File: src/gmii_pkg.sv
package gmii_pkg;

   // Frame start bytes
   localparam logic [7:0] PREAMBLE_BYTE = 8'h55;
   localparam logic [7:0] SFD_BYTE = 8'hD5;

   localparam int PREAMBLE_LEN = 7;
   localparam int PRE_CNT_W = 3;

   // Inter-frame gap in byte times
   localparam int IFG_LEN = 12;
   localparam int IFG_CNT_W = 4;

   // Transmit FSM
   typedef enum logic [2:0] {
      TX_IDLE,
      TX_PREAMBLE,
      TX_SFD,
      TX_DATA,
      TX_IFG
   } tx_state_t;

endpackage

File: src/chan_pkg.sv
package chan_pkg;

   // Channel count and widths
   localparam int NUM_CHAN = 4;
   localparam int CHAN_W = 2;

   // Buffer depth, also the initial credit count and the longest frame
   localparam int CHAN_DEPTH = 32;
   localparam int PTR_W = 5;          // FIFO address bits
   localparam int CRED_W = 6;         // Holds 0 to CHAN_DEPTH

   // Byte as it arrives from the core
   typedef struct packed {
      logic [CHAN_W-1:0] chan;
      logic [7:0]        data;
      logic              last;        // Final byte of a frame
   } in_byte_t;

   // One FIFO entry
   typedef struct packed {
      logic [7:0] data;
      logic       last;
   } buf_word_t;

endpackage
File: src/gmii_tx_subsys.sv
`timescale 1ns/1ps

module gmii_tx_subsys
(
   input  logic               GMII_GTX_CLK_int,
   input  logic               arst_n_i,
   input  chan_pkg::in_byte_t in_i,
   input  logic               in_valid_i,
   output logic               in_ready_o,
   output logic [7:0]         gmii_txd_o,
   output logic               gmii_tx_en_o
);

   logic [chan_pkg::NUM_CHAN-1:0]                push;
   logic [chan_pkg::NUM_CHAN-1:0]                credit_ret;
   logic [chan_pkg::NUM_CHAN-1:0]                frame_ready;
   logic [chan_pkg::NUM_CHAN-1:0]                pop;
   chan_pkg::buf_word_t                          push_word;   // Shared by all buffers
   chan_pkg::buf_word_t [chan_pkg::NUM_CHAN-1:0] head;

   stream_distributor u_stream_distributor
   (
      .GMII_GTX_CLK_int (GMII_GTX_CLK_int),
      .arst_n_i         (arst_n_i),
      .in_i             (in_i),
      .in_valid_i       (in_valid_i),
      .in_ready_o       (in_ready_o),
      .credit_ret_i     (credit_ret),
      .push_o           (push),
      .push_word_o      (push_word)
   );

   for (genvar i = 0; i < chan_pkg::NUM_CHAN; i++)
   begin : g_chan
      chan_frame_buffer u_chan_frame_buffer
      (
         .GMII_GTX_CLK_int (GMII_GTX_CLK_int),
         .arst_n_i         (arst_n_i),
         .push_i           (push[i]),
         .push_word_i      (push_word),
         .pop_i            (pop[i]),
         .head_o           (head[i]),
         .frame_ready_o    (frame_ready[i]),
         .credit_ret_o     (credit_ret[i])
      );
   end

   gmii_tx_arbiter u_gmii_tx_arbiter
   (
      .GMII_GTX_CLK_int (GMII_GTX_CLK_int),
      .arst_n_i         (arst_n_i),
      .frame_ready_i    (frame_ready),
      .head_i           (head),
      .pop_o            (pop),
      .gmii_txd_o       (gmii_txd_o),
      .gmii_tx_en_o     (gmii_tx_en_o)
   );

endmodule

File: src/gmii_tx_arbiter.sv
`timescale 1ns/1ps

module gmii_tx_arbiter
(
   input  logic                                          GMII_GTX_CLK_int,
   input  logic                                          arst_n_i,
   input  logic [chan_pkg::NUM_CHAN-1:0]                 frame_ready_i,
   input  chan_pkg::buf_word_t [chan_pkg::NUM_CHAN-1:0]  head_i,
   output logic [chan_pkg::NUM_CHAN-1:0]                 pop_o,
   output logic [7:0]                                    gmii_txd_o,
   output logic                                          gmii_tx_en_o
);

   gmii_pkg::tx_state_t              state;
   logic [gmii_pkg::PRE_CNT_W-1:0]   pre_cnt;
   logic [gmii_pkg::IFG_CNT_W-1:0]   ifg_cnt;
   logic [chan_pkg::CHAN_W-1:0]      sel;        // Channel being sent
   logic [chan_pkg::CHAN_W-1:0]      rr_ptr;     // First channel to look at next
   logic [chan_pkg::CHAN_W-1:0]      cand;
   logic [chan_pkg::CHAN_W-1:0]      pick_chan;
   logic                             pick_found;
   logic                             pre_last;
   logic                             ifg_last;
   logic                             start;
   logic [7:0]                       txd_unreg;
   logic                             tx_en_unreg;

   assign pre_last = (pre_cnt == gmii_pkg::PRE_CNT_W'(gmii_pkg::PREAMBLE_LEN - 1));
   assign ifg_last = (ifg_cnt == gmii_pkg::IFG_CNT_W'(gmii_pkg::IFG_LEN - 1));

   // Round-robin search from rr_ptr
   always_comb
   begin
      pick_found = 1'b0;
      pick_chan = rr_ptr;
      cand = rr_ptr;
      for (int i = 0; i < chan_pkg::NUM_CHAN; i++)
      begin
         cand = rr_ptr + chan_pkg::CHAN_W'(i);
         if (!pick_found && frame_ready_i[cand])
         begin
            pick_found = 1'b1;
            pick_chan = cand;
         end
      end
   end

   // Last IFG cycle doubles as the idle decision
   assign start = pick_found &&
                  (state == gmii_pkg::TX_IDLE || (state == gmii_pkg::TX_IFG && ifg_last));

   always_comb
   begin
      pop_o = '0;
      txd_unreg = 8'h00;
      tx_en_unreg = 1'b0;
      case (state)
         gmii_pkg::TX_PREAMBLE:
         begin
            txd_unreg = gmii_pkg::PREAMBLE_BYTE;
            tx_en_unreg = 1'b1;
         end
         gmii_pkg::TX_SFD:
         begin
            txd_unreg = gmii_pkg::SFD_BYTE;
            tx_en_unreg = 1'b1;
         end
         gmii_pkg::TX_DATA:
         begin
            txd_unreg = head_i[sel].data;
            tx_en_unreg = 1'b1;
            pop_o[sel] = 1'b1;   // One byte per cycle from a complete frame
         end
         default: ;
      endcase
   end

   always_ff @(posedge GMII_GTX_CLK_int or negedge arst_n_i)
   begin
      if (!arst_n_i)
      begin
         state <= gmii_pkg::TX_IDLE;
         pre_cnt <= '0;
         ifg_cnt <= '0;
         sel <= '0;
         rr_ptr <= '0;
      end
      else if (start)
      begin
         state <= gmii_pkg::TX_PREAMBLE;
         sel <= pick_chan;
         rr_ptr <= pick_chan + 1'b1;
         pre_cnt <= '0;
      end
      else
      begin
         case (state)
            gmii_pkg::TX_PREAMBLE:
            begin
               if (pre_last)
                  state <= gmii_pkg::TX_SFD;
               else
                  pre_cnt <= pre_cnt + 1'b1;
            end
            gmii_pkg::TX_SFD: state <= gmii_pkg::TX_DATA;
            gmii_pkg::TX_DATA:
            begin
               if (head_i[sel].last)
               begin
                  state <= gmii_pkg::TX_IFG;
                  ifg_cnt <= '0;
               end
            end
            gmii_pkg::TX_IFG:
            begin
               if (ifg_last)
                  state <= gmii_pkg::TX_IDLE;   // Nothing waiting
               else
                  ifg_cnt <= ifg_cnt + 1'b1;
            end
            default: ;
         endcase
      end
   end

   // Output register stage
   always_ff @(posedge GMII_GTX_CLK_int or negedge arst_n_i)
   begin
      if (!arst_n_i)
      begin
         gmii_txd_o <= 8'h00;
         gmii_tx_en_o <= 1'b0;
      end
      else
      begin
         gmii_txd_o <= txd_unreg;
         gmii_tx_en_o <= tx_en_unreg;
      end
   end

   // Selected buffer keeps its frame until the last byte leaves
   a_data_ready: assert property (@(posedge GMII_GTX_CLK_int) disable iff (!arst_n_i)
      state == gmii_pkg::TX_DATA |-> frame_ready_i[sel]);

endmodule

File: src/chan_frame_buffer.sv
`timescale 1ns/1ps

module chan_frame_buffer
(
   input  logic                GMII_GTX_CLK_int,
   input  logic                arst_n_i,
   input  logic                push_i,
   input  chan_pkg::buf_word_t push_word_i,
   input  logic                pop_i,
   output chan_pkg::buf_word_t head_o,
   output logic                frame_ready_o,
   output logic                credit_ret_o
);

   chan_pkg::buf_word_t mem [chan_pkg::CHAN_DEPTH];

   // Extra top bit tells full from empty
   logic [chan_pkg::PTR_W:0]    wr_ptr;
   logic [chan_pkg::PTR_W:0]    rd_ptr;
   logic [chan_pkg::CRED_W-1:0] frame_cnt;   // Complete frames stored
   logic                        empty;

   assign empty = (wr_ptr == rd_ptr);
   assign head_o = mem[rd_ptr[chan_pkg::PTR_W-1:0]];
   assign frame_ready_o = (frame_cnt != '0);

   // Storage
   always_ff @(posedge GMII_GTX_CLK_int)
   begin
      if (push_i)
         mem[wr_ptr[chan_pkg::PTR_W-1:0]] <= push_word_i;
   end

   always_ff @(posedge GMII_GTX_CLK_int or negedge arst_n_i)
   begin
      if (!arst_n_i)
      begin
         wr_ptr <= '0;
         rd_ptr <= '0;
         frame_cnt <= '0;
         credit_ret_o <= 1'b0;
      end
      else
      begin
         if (push_i)
            wr_ptr <= wr_ptr + 1'b1;
         if (pop_i)
            rd_ptr <= rd_ptr + 1'b1;

         // Frame closed on write, released on read of its last byte
         case ({push_i && push_word_i.last, pop_i && head_o.last})
            2'b10: frame_cnt <= frame_cnt + 1'b1;
            2'b01: frame_cnt <= frame_cnt - 1'b1;
            default: ;
         endcase

         credit_ret_o <= pop_i;   // One slot freed
      end
   end

   // Arbiter only drains whole frames
   a_no_pop_empty: assert property (@(posedge GMII_GTX_CLK_int) disable iff (!arst_n_i)
      pop_i |-> !empty);

endmodule

File: src/stream_distributor.sv
`timescale 1ns/1ps

module stream_distributor
(
   input  logic                            GMII_GTX_CLK_int,
   input  logic                            arst_n_i,
   input  chan_pkg::in_byte_t              in_i,
   input  logic                            in_valid_i,
   output logic                            in_ready_o,
   input  logic [chan_pkg::NUM_CHAN-1:0]   credit_ret_i,
   output logic [chan_pkg::NUM_CHAN-1:0]   push_o,
   output chan_pkg::buf_word_t             push_word_o
);

   logic [chan_pkg::CRED_W-1:0] credit [chan_pkg::NUM_CHAN];
   logic [chan_pkg::CRED_W-1:0] frame_len [chan_pkg::NUM_CHAN];   // Bytes so far in open frame

   // Ready only if the addressed buffer has room
   assign in_ready_o = (credit[in_i.chan] != '0);

   always_comb
   begin
      push_o = '0;
      if (in_valid_i && in_ready_o)
         push_o[in_i.chan] = 1'b1;
      push_word_o.data = in_i.data;
      push_word_o.last = in_i.last;
   end

   always_ff @(posedge GMII_GTX_CLK_int or negedge arst_n_i)
   begin
      if (!arst_n_i)
      begin
         for (int c = 0; c < chan_pkg::NUM_CHAN; c++)
         begin
            credit[c] <= chan_pkg::CRED_W'(chan_pkg::CHAN_DEPTH);   // All buffers empty
            frame_len[c] <= '0;
         end
      end
      else
      begin
         for (int c = 0; c < chan_pkg::NUM_CHAN; c++)
         begin
            // Push and return in one cycle cancel out
            case ({push_o[c], credit_ret_i[c]})
               2'b10: credit[c] <= credit[c] - 1'b1;
               2'b01: credit[c] <= credit[c] + 1'b1;
               default: ;
            endcase

            if (push_o[c])
            begin
               if (in_i.last)
                  frame_len[c] <= '0;
               else
                  frame_len[c] <= frame_len[c] + 1'b1;
            end
         end
      end
   end

   for (genvar c = 0; c < chan_pkg::NUM_CHAN; c++)
   begin : g_chk
      // Buffers never hand back more credits than were taken
      a_credit_max: assert property (@(posedge GMII_GTX_CLK_int) disable iff (!arst_n_i)
         credit[c] <= chan_pkg::CRED_W'(chan_pkg::CHAN_DEPTH));

      // A frame must fit in one buffer
      a_frame_len: assert property (@(posedge GMII_GTX_CLK_int) disable iff (!arst_n_i)
         push_o[c] |-> frame_len[c] < chan_pkg::CRED_W'(chan_pkg::CHAN_DEPTH));
   end

endmodule

File: config.mk
export PLATFORM = sky130hd
export DESIGN_NAME = gmii_tx_subsys
export DESIGN_NICKNAME = d
export VERILOG_FILES = /design/src/gmii_pkg.sv /design/src/chan_pkg.sv /design/src/gmii_tx_subsys.sv /design/src/gmii_tx_arbiter.sv /design/src/chan_frame_buffer.sv /design/src/stream_distributor.sv
export SDC_FILE = /design/constraint.sdc
export NUM_CORES = 2
export LEC_CHECK = 0
export BUFFER_PORTS_ARGS = -buffer_cell sky130_fd_sc_hd__buf_4
export CORE_ASPECT_RATIO = 0.9
export CORE_UTILIZATION = 32
export CTS_CLUSTER_DIAMETER = 40
export CTS_CLUSTER_SIZE = 10
export DETAILED_ROUTE_END_ITERATION = 8
export SLEW_MARGIN = 20
export SYNTH_ARGS = -nofsm -noshare
export SYNTH_HDL_FRONTEND = slang
export SYNTH_SLANG_ARGS = --single-unit
File: constraint.sdc
create_clock -name GMII_GTX_CLK_int -period 3.6 [get_ports GMII_GTX_CLK_int]
set_input_delay 0.36 -clock GMII_GTX_CLK_int [delete_from_list [all_inputs] [get_ports GMII_GTX_CLK_int]]
set_output_delay 0.36 -clock GMII_GTX_CLK_int [all_outputs]
set_load 0.01 [all_outputs]
### After elaboration in Yosys (flattened, before gate mapping)

Memories as Yosys holds them, arrays and structs flattened.
Cells that the tools add are included.

* memories: 4
* logic and storage cells: 196
* bits in registers: 123
* RAM bits: 1152
* bits of input ports: 14
* output and inout bits: 10

Memories
* g_chan[0].u_chan_frame_buffer.mem: words 32, bits a word 9, read ports 1, clocked after memory_dff 0, write ports 1, line chan_frame_buffer.sv:15 `chan_pkg::buf_word_t mem [chan_pkg::CHAN_DEPTH];`
* g_chan[1].u_chan_frame_buffer.mem: words 32, bits a word 9, read ports 1, clocked after memory_dff 0, write ports 1, line chan_frame_buffer.sv:15
* g_chan[2].u_chan_frame_buffer.mem: words 32, bits a word 9, read ports 1, clocked after memory_dff 0, write ports 1, line chan_frame_buffer.sv:15
* g_chan[3].u_chan_frame_buffer.mem: words 32, bits a word 9, read ports 1, clocked after memory_dff 0, write ports 1, line chan_frame_buffer.sv:15

* eq/ne operators: 28
* order comparisons: 9
* bitwise gates (word level): 2
* muxes and demuxes: 55
* reductions and logical operators: 41
* add/subtract/negate cells: 30

Operators by type and width (number)
* adder 6 x 1 -> 6 bit (second input constant): 16
* one-hot mux 6 bit (2 select lines): 8
* subtractor 6 x 1 -> 6 bit (second input constant): 8
* nonzero test 6 bit: 5
* one-hot mux 8 bit (3 select lines): 1
* two-way mux 3 bit: 7
* nonzero test 2 bit: 10
* two-way mux 1 bit: 19
* binary-select mux 9 bit (select 2 bit): 1
* < comparator 2 x 3 -> 1 bit (second input constant): 6
* equality test 2 x 1 -> 1 bit (second input constant): 8
* equality test 2 bit (second input constant): 8
* logical AND 1 bit: 16
* two-way mux 4 bit: 4
* binary-select mux 6 bit (select 2 bit): 1
* two-way mux 6 bit: 2
* one-hot mux 3 bit (4 select lines): 1
* two-way mux 9 bit: 1
* != test 3 x 1 -> 1 bit (second input constant): 3
* binary-select mux 1 bit (select 2 bit): 4
* one-hot mux 4 bit (2 select lines): 1
* AND reduction 4 bit: 2
* equality test 3 x 2 -> 1 bit (second input constant): 2
* equality test 3 bit (second input constant): 2
* other kinds (20): 29

### Depth between registers and ports, before layout

* word-level depth: 16
* depth in mapped cells: 19
* gate-level depth less buffers: 15

### Hierarchy

From an unflattened synthesis, not the netlist that was laid out.

* cell total of the unflattened synthesis: 2993
* area, all modules: 52086.2 um^2

Modules (own cells, without submodules)
* chan_frame_buffer (g_chan[0].u_chan_frame_buffer): times used 1, cells each 678, area each 12243.0 um^2, sequential area each 9073.7 um^2
* chan_frame_buffer (g_chan[1].u_chan_frame_buffer): times used 1, cells each 662, area each 12191.7 um^2, sequential area each 9073.7 um^2
* chan_frame_buffer (g_chan[3].u_chan_frame_buffer): times used 1, cells each 663, area each 12191.7 um^2, sequential area each 9073.7 um^2
* chan_frame_buffer (g_chan[2].u_chan_frame_buffer): times used 1, cells each 663, area each 12187.9 um^2, sequential area each 9073.7 um^2
* stream_distributor: times used 1, cells each 202, area each 1893.1 um^2, sequential area each 605.6 um^2
* gmii_tx_arbiter: times used 1, cells each 125, area each 1378.8 um^2, sequential area each 575.6 um^2

### Worst setup path after synthesis

Ideal clock, no wire load.

* kind: flip-flop to flip-flop
* start: register g_chan[1].u_chan_frame_buffer.rd_ptr[0] in the netlist's numbering
* end: register g_chan[1].u_chan_frame_buffer.frame_cnt[4] in the netlist's numbering
* data arrival time: 3215 ps
* stages on the path, launching flop included: 18
* buffers on the path: 2
* setup time: 125 ps
* data required time: 3475 ps
* clock period less this slack: 3341 ps
* setup slack: 259 ps
* path through: dfrtp_1 buf_6 mux4_2 nor2b_1 or4_4 o211ai_2 nor3_1 ha_1 clkbuf_1 xor2_1 ha_1 nand2_1 nand2_1 nand2_1 a21oi_1 a311oi_1 nor2_1 xor2_1

* word-level cells in the longest chain between the ends: 4
* elaborated cells on any way between the ends: 6
* classes of those cells: eq/ne (2); mux (1); reduce/logical (2); memory (1)

Ends and longest elaborated chain
* start, declared: line chan_frame_buffer.sv:19 `logic [chan_pkg::PTR_W:0] rd_ptr;`
* start signal, assigned: line chan_frame_buffer.sv:48 `rd_ptr <= rd_ptr + 1'b1;`
* memory read (32 x 9 bit) *
* logical AND 1 bit *: line chan_frame_buffer.sv:51 `case ({push_i && push_word_i.last, pop_i && head_o.last})`
* equality test 2 x 1 -> 1 bit or equality test 2 bit (tied branches): line chan_frame_buffer.sv:51
* one-hot mux 6 bit (2 select lines) or nonzero test 2 bit (tied branches)
* end signal, assigned: line chan_frame_buffer.sv:52 `2'b10: frame_cnt <= frame_cnt + 1'b1;`
* end signal, assigned: line chan_frame_buffer.sv:53 `2'b01: frame_cnt <= frame_cnt - 1'b1;`
* end, declared: line chan_frame_buffer.sv:20 `logic [chan_pkg::CRED_W-1:0] frame_cnt;`

Mark *: on every way between the ends. The rest lies on a longest branch, timed or not.
A chain may end at the register's enable or synchronous reset.

### Worst setup path in the final report

Ends and elaborated chain as after synthesis.

==> metrics <==
Clock transition at path regs 0.05 ns; Fin. Hold Viols 0; gr ovfl total 0; Inserted Clock Buffers 170; Clock Sinks 1267; Power Total 39.5 mW; first-pass GRT wire length 175 mm; Hold Path Origin in_i[2]; Worst-Margin Slew 1.00 ns; Final ANT Viol Nets 0; Post-Synth Adder-Cell Area 0.0150; commonest cells after routing, fill and taps aside 1152 x edfxtp_1, 305 x mux4_2, 234 x buf_4; Worst Setup SP g_chan[1].u_chan_frame_buffer.rd_ptr[0]; vias post-DR 25800; worst hold endpoint g_chan[0].u_chan_frame_buffer.mem[14][2]; # rows 138; Period minus WS final 3.44 ns; critical path class reg -> reg; layout cell share with drive strength beyond 1 0.274; Critical R2R Capture g_chan[1].u_chan_frame_buffer.frame_cnt[4]; CTS tree done; FF-to-FF setup slack 0.16 ns; CP max FO 4; number of antenna violations at the first check in global routing 3; largest net degree at the start of global routing 128; final core occ 0.384; Synth warnings 0; Die Area 162000 um^2; Post-Syn Area per Cell 19.2 um^2; EDFF count, synth 1152; hold-critical path depth 1; clk_skew 0.0278 ns; Worst EP arrival 4.09 ns; final setup fails 0; Hold Slack 0.125 ns; later-pin clock latency in the skew report 0.78 ns; initial core utilization 0.324; part of the cycle the worst path needs 0.957; initial DRC count 2470; Setup Total Neg Slack 0 ns; failing checks DRC; post-synthesis mux area share 0.153; CP Capture Type register; largest family of logic cells by synthesized area multiplexers; #FFs+latches synth 1267; Final Max Tran Viols 0; Async SR Flop Fraction 0.0908; vias in the first global route 26300; routability congestion estimate 0.798; ys flop type edfxtp_1; Max VDD drop 0.000514 V; area grow syn2layout 18.3%; routed length per instance 22.4 um; port bufs 23; R2R cell count 14; P_leak 19.6 nW; total wire length 116 mm; H-tree depth 4; DRC viols 2; Syn Inst Count 2674; Layout fillers 14300; number of top-level pins 24; Power Density 650 nW/um^2; outcome finished with violations; Achievable Freq 290 MHz; # placed instances 4884; GR Util All Layers 0.144; die width 424 um; Netlist Area Pre-Place 51300 um^2; die height 382 um; non-filler instance count after layout 5185; final net count 3034; Root Driver clkbuf_16; syn nets 2747; Crit Reg-Reg Startpoint g_chan[1].u_chan_frame_buffer.rd_ptr[0]; Cell variety after synth 73; commonest non-fill, non-tap cell in the layout edfxtp_1; Worst EP required 4.25 ns; Clock Path Buffers 3; Simple-Gate Fraction of Synth Area 0.0429; Detailed Routing Iterations Pass 1 7; RSZ-0062 raised after global routing false; Hold WC Path Type in -> reg; sequential fraction of the synthesis area 0.731; max_cap viols 0; core footprint 158000 um^2; Compound-Gate Fraction of Synth Area 0.0281; xor-xnor portion of the synthesized cell area 0.0149; footprint of the multi-input gates 13100 um^2; via density per instance 4.97; Sequential cell area 37500 um^2; Rel. slew slack 0.333; CP Launch Type register; dpl hpwl 72.5 mm
==> flip-flops by register name, indices dropped and copies added, names as in the netlist, 4 cells and up <==
register and flops:
g_chan.u_chan_frame_buffer.credit_ret_o 4, u_stream_distributor.credit 24, g_chan.u_chan_frame_buffer.rd_ptr 20, g_chan.u_chan_frame_buffer.wr_ptr 20, g_chan.u_chan_frame_buffer.mem 1152, u_gmii_tx_arbiter.ifg_cnt 4
g_chan.u_chan_frame_buffer.frame_cnt 24, u_gmii_tx_arbiter.gmii_txd_o 8
==> repair_timing <==
action / 4_1_cts / 5_1_grt
hold buffers: 2 / 0
endpoints found under the hold margin: 81 / 0
endpoints found under the setup margin: 0 / 6
setup buffers: 0 / 2
resized for setup: 0 / 5
==> worst max-delay path by stage <==
stage / to / slack (ns) / depth (start not counted)
floorplan: g_chan[1].u_chan_frame_buffer.frame_cnt[4] / 0.26 / 17
global placement: g_chan[0].u_chan_frame_buffer.frame_cnt[4] / 0.11 / 14
detailed placement: g_chan[1].u_chan_frame_buffer.frame_cnt[5] / 0.13 / 13
CTS: g_chan[0].u_chan_frame_buffer.frame_cnt[4] / 0.12 / 14
global route: g_chan[1].u_chan_frame_buffer.frame_cnt[4] / 0.02 / 14
finish: g_chan[1].u_chan_frame_buffer.frame_cnt[4] / 0.16 / 14
==> synth_stat cells (all sizes together) (4+ instances only) <==
master / n / area share
nand2b: 12 / 0.0015
or3: 8 / 0.00098
a21o: 10 / 0.0015
o311ai: 4 / 0.00068
a22oi: 10 / 0.0015
dfstp: 4 / 0.0020
o21bai: 7 / 0.0010
xor2: 37 / 0.0063
nand4b: 7 / 0.0012
fa: 4 / 0.0016
nand4: 11 / 0.0013
nor2: 204 / 0.015
or4: 4 / 0.00066
mux2: 27 / 0.0059
ha: 55 / 0.013
nor4: 10 / 0.0012
edfxtp: 1152 / 0.67
nand3: 32 / 0.0031
dfrtp: 111 / 0.054
nor2b: 25 / 0.0030
nor3: 14 / 0.0014
a31oi: 12 / 0.0015
clkbuf: 68 / 0.0050
mux4: 305 / 0.13
mux2i: 69 / 0.013
o21ai: 48 / 0.0047
a221oi: 9 / 0.0015
and3: 5 / 0.00061
or2: 7 / 0.00085
a21oi: 52 / 0.0051
nand3b: 13 / 0.0019
xnor2: 50 / 0.0085
buf: 65 / 0.0070
inv: 42 / 0.0031
and2: 5 / 0.00061
a211oi: 14 / 0.0020
a2111oi: 5 / 0.00085
nand2: 98 / 0.0072
o22ai: 13 / 0.0016
or3b: 5 / 0.00085
==> metrics by stage <==
step / setup WS [ns] / area [um^2]
global route: 0.0165 / 60700
finish: 0.156 / 60700
detailed placement: 0.129 / 55300
floorplan: 0.259 / 51300
global placement: 0.112 / 55300
CTS: 0.124 / 60600
==> kinds of logic (layout without fill, tap and decap cells) <==
family	count (synthesis)	in the layout
adder cells (fa/ha/maj)	59	59
flip-flops	1267	1267
XOR/XNOR	87	87
multiplexers	401	401
buffers and inverters	175	583
other	0	3
AO/OA/AOI/OAI	216	216
AND/OR/NAND/NOR	469	469
==> report_power, final <==
part	switching, mW	internal [mW]	total (mW)
clock network	6.11	9.69	15.8
logic	3.31	2.91	6.22
registers	0.763	16.7	17.5
==> final cells by class <==
cell class                 instances  area share
antenna                            3    0.000124
clock buffer                     228      0.0754
clock inverter                    65      0.0117
inverter                          42     0.00260
multi-input combinational       1232       0.215
sequential                      1267       0.618
tap                             2100      0.0433
timing repair buffer             248      0.0333
==> critical path, stage by stage (launching register included) <==
cell and delay [ns]:
dfrtp_4 0.47, mux4_2 0.50, nor2b_1 0.14, or4_4 0.53, o211ai_4 0.26, nor3_1 0.10
ha_1 0.23, xor2_1 0.15, ha_1 0.23, inv_1 0.05, o21ai_0 0.15, a21oi_1 0.09
a311oi_1 0.20, nor2_1 0.08, xor2_1 0.14
==> routing by layer <==
| metal | track usage | vias up | routed length, um |
|---|---|---|---|
| li1 | - | 11400 | - |
| met1 | 0.213 | 13500 | 53700 |
| met2 | 0.217 | 696 | 53200 |
| met3 | 0.0277 | 154 | 7230 |
| met4 | 0.0386 | 0 | 2000 |
| met5 | 0 | - | 0 |
Power figures use the tool's default switching activity.
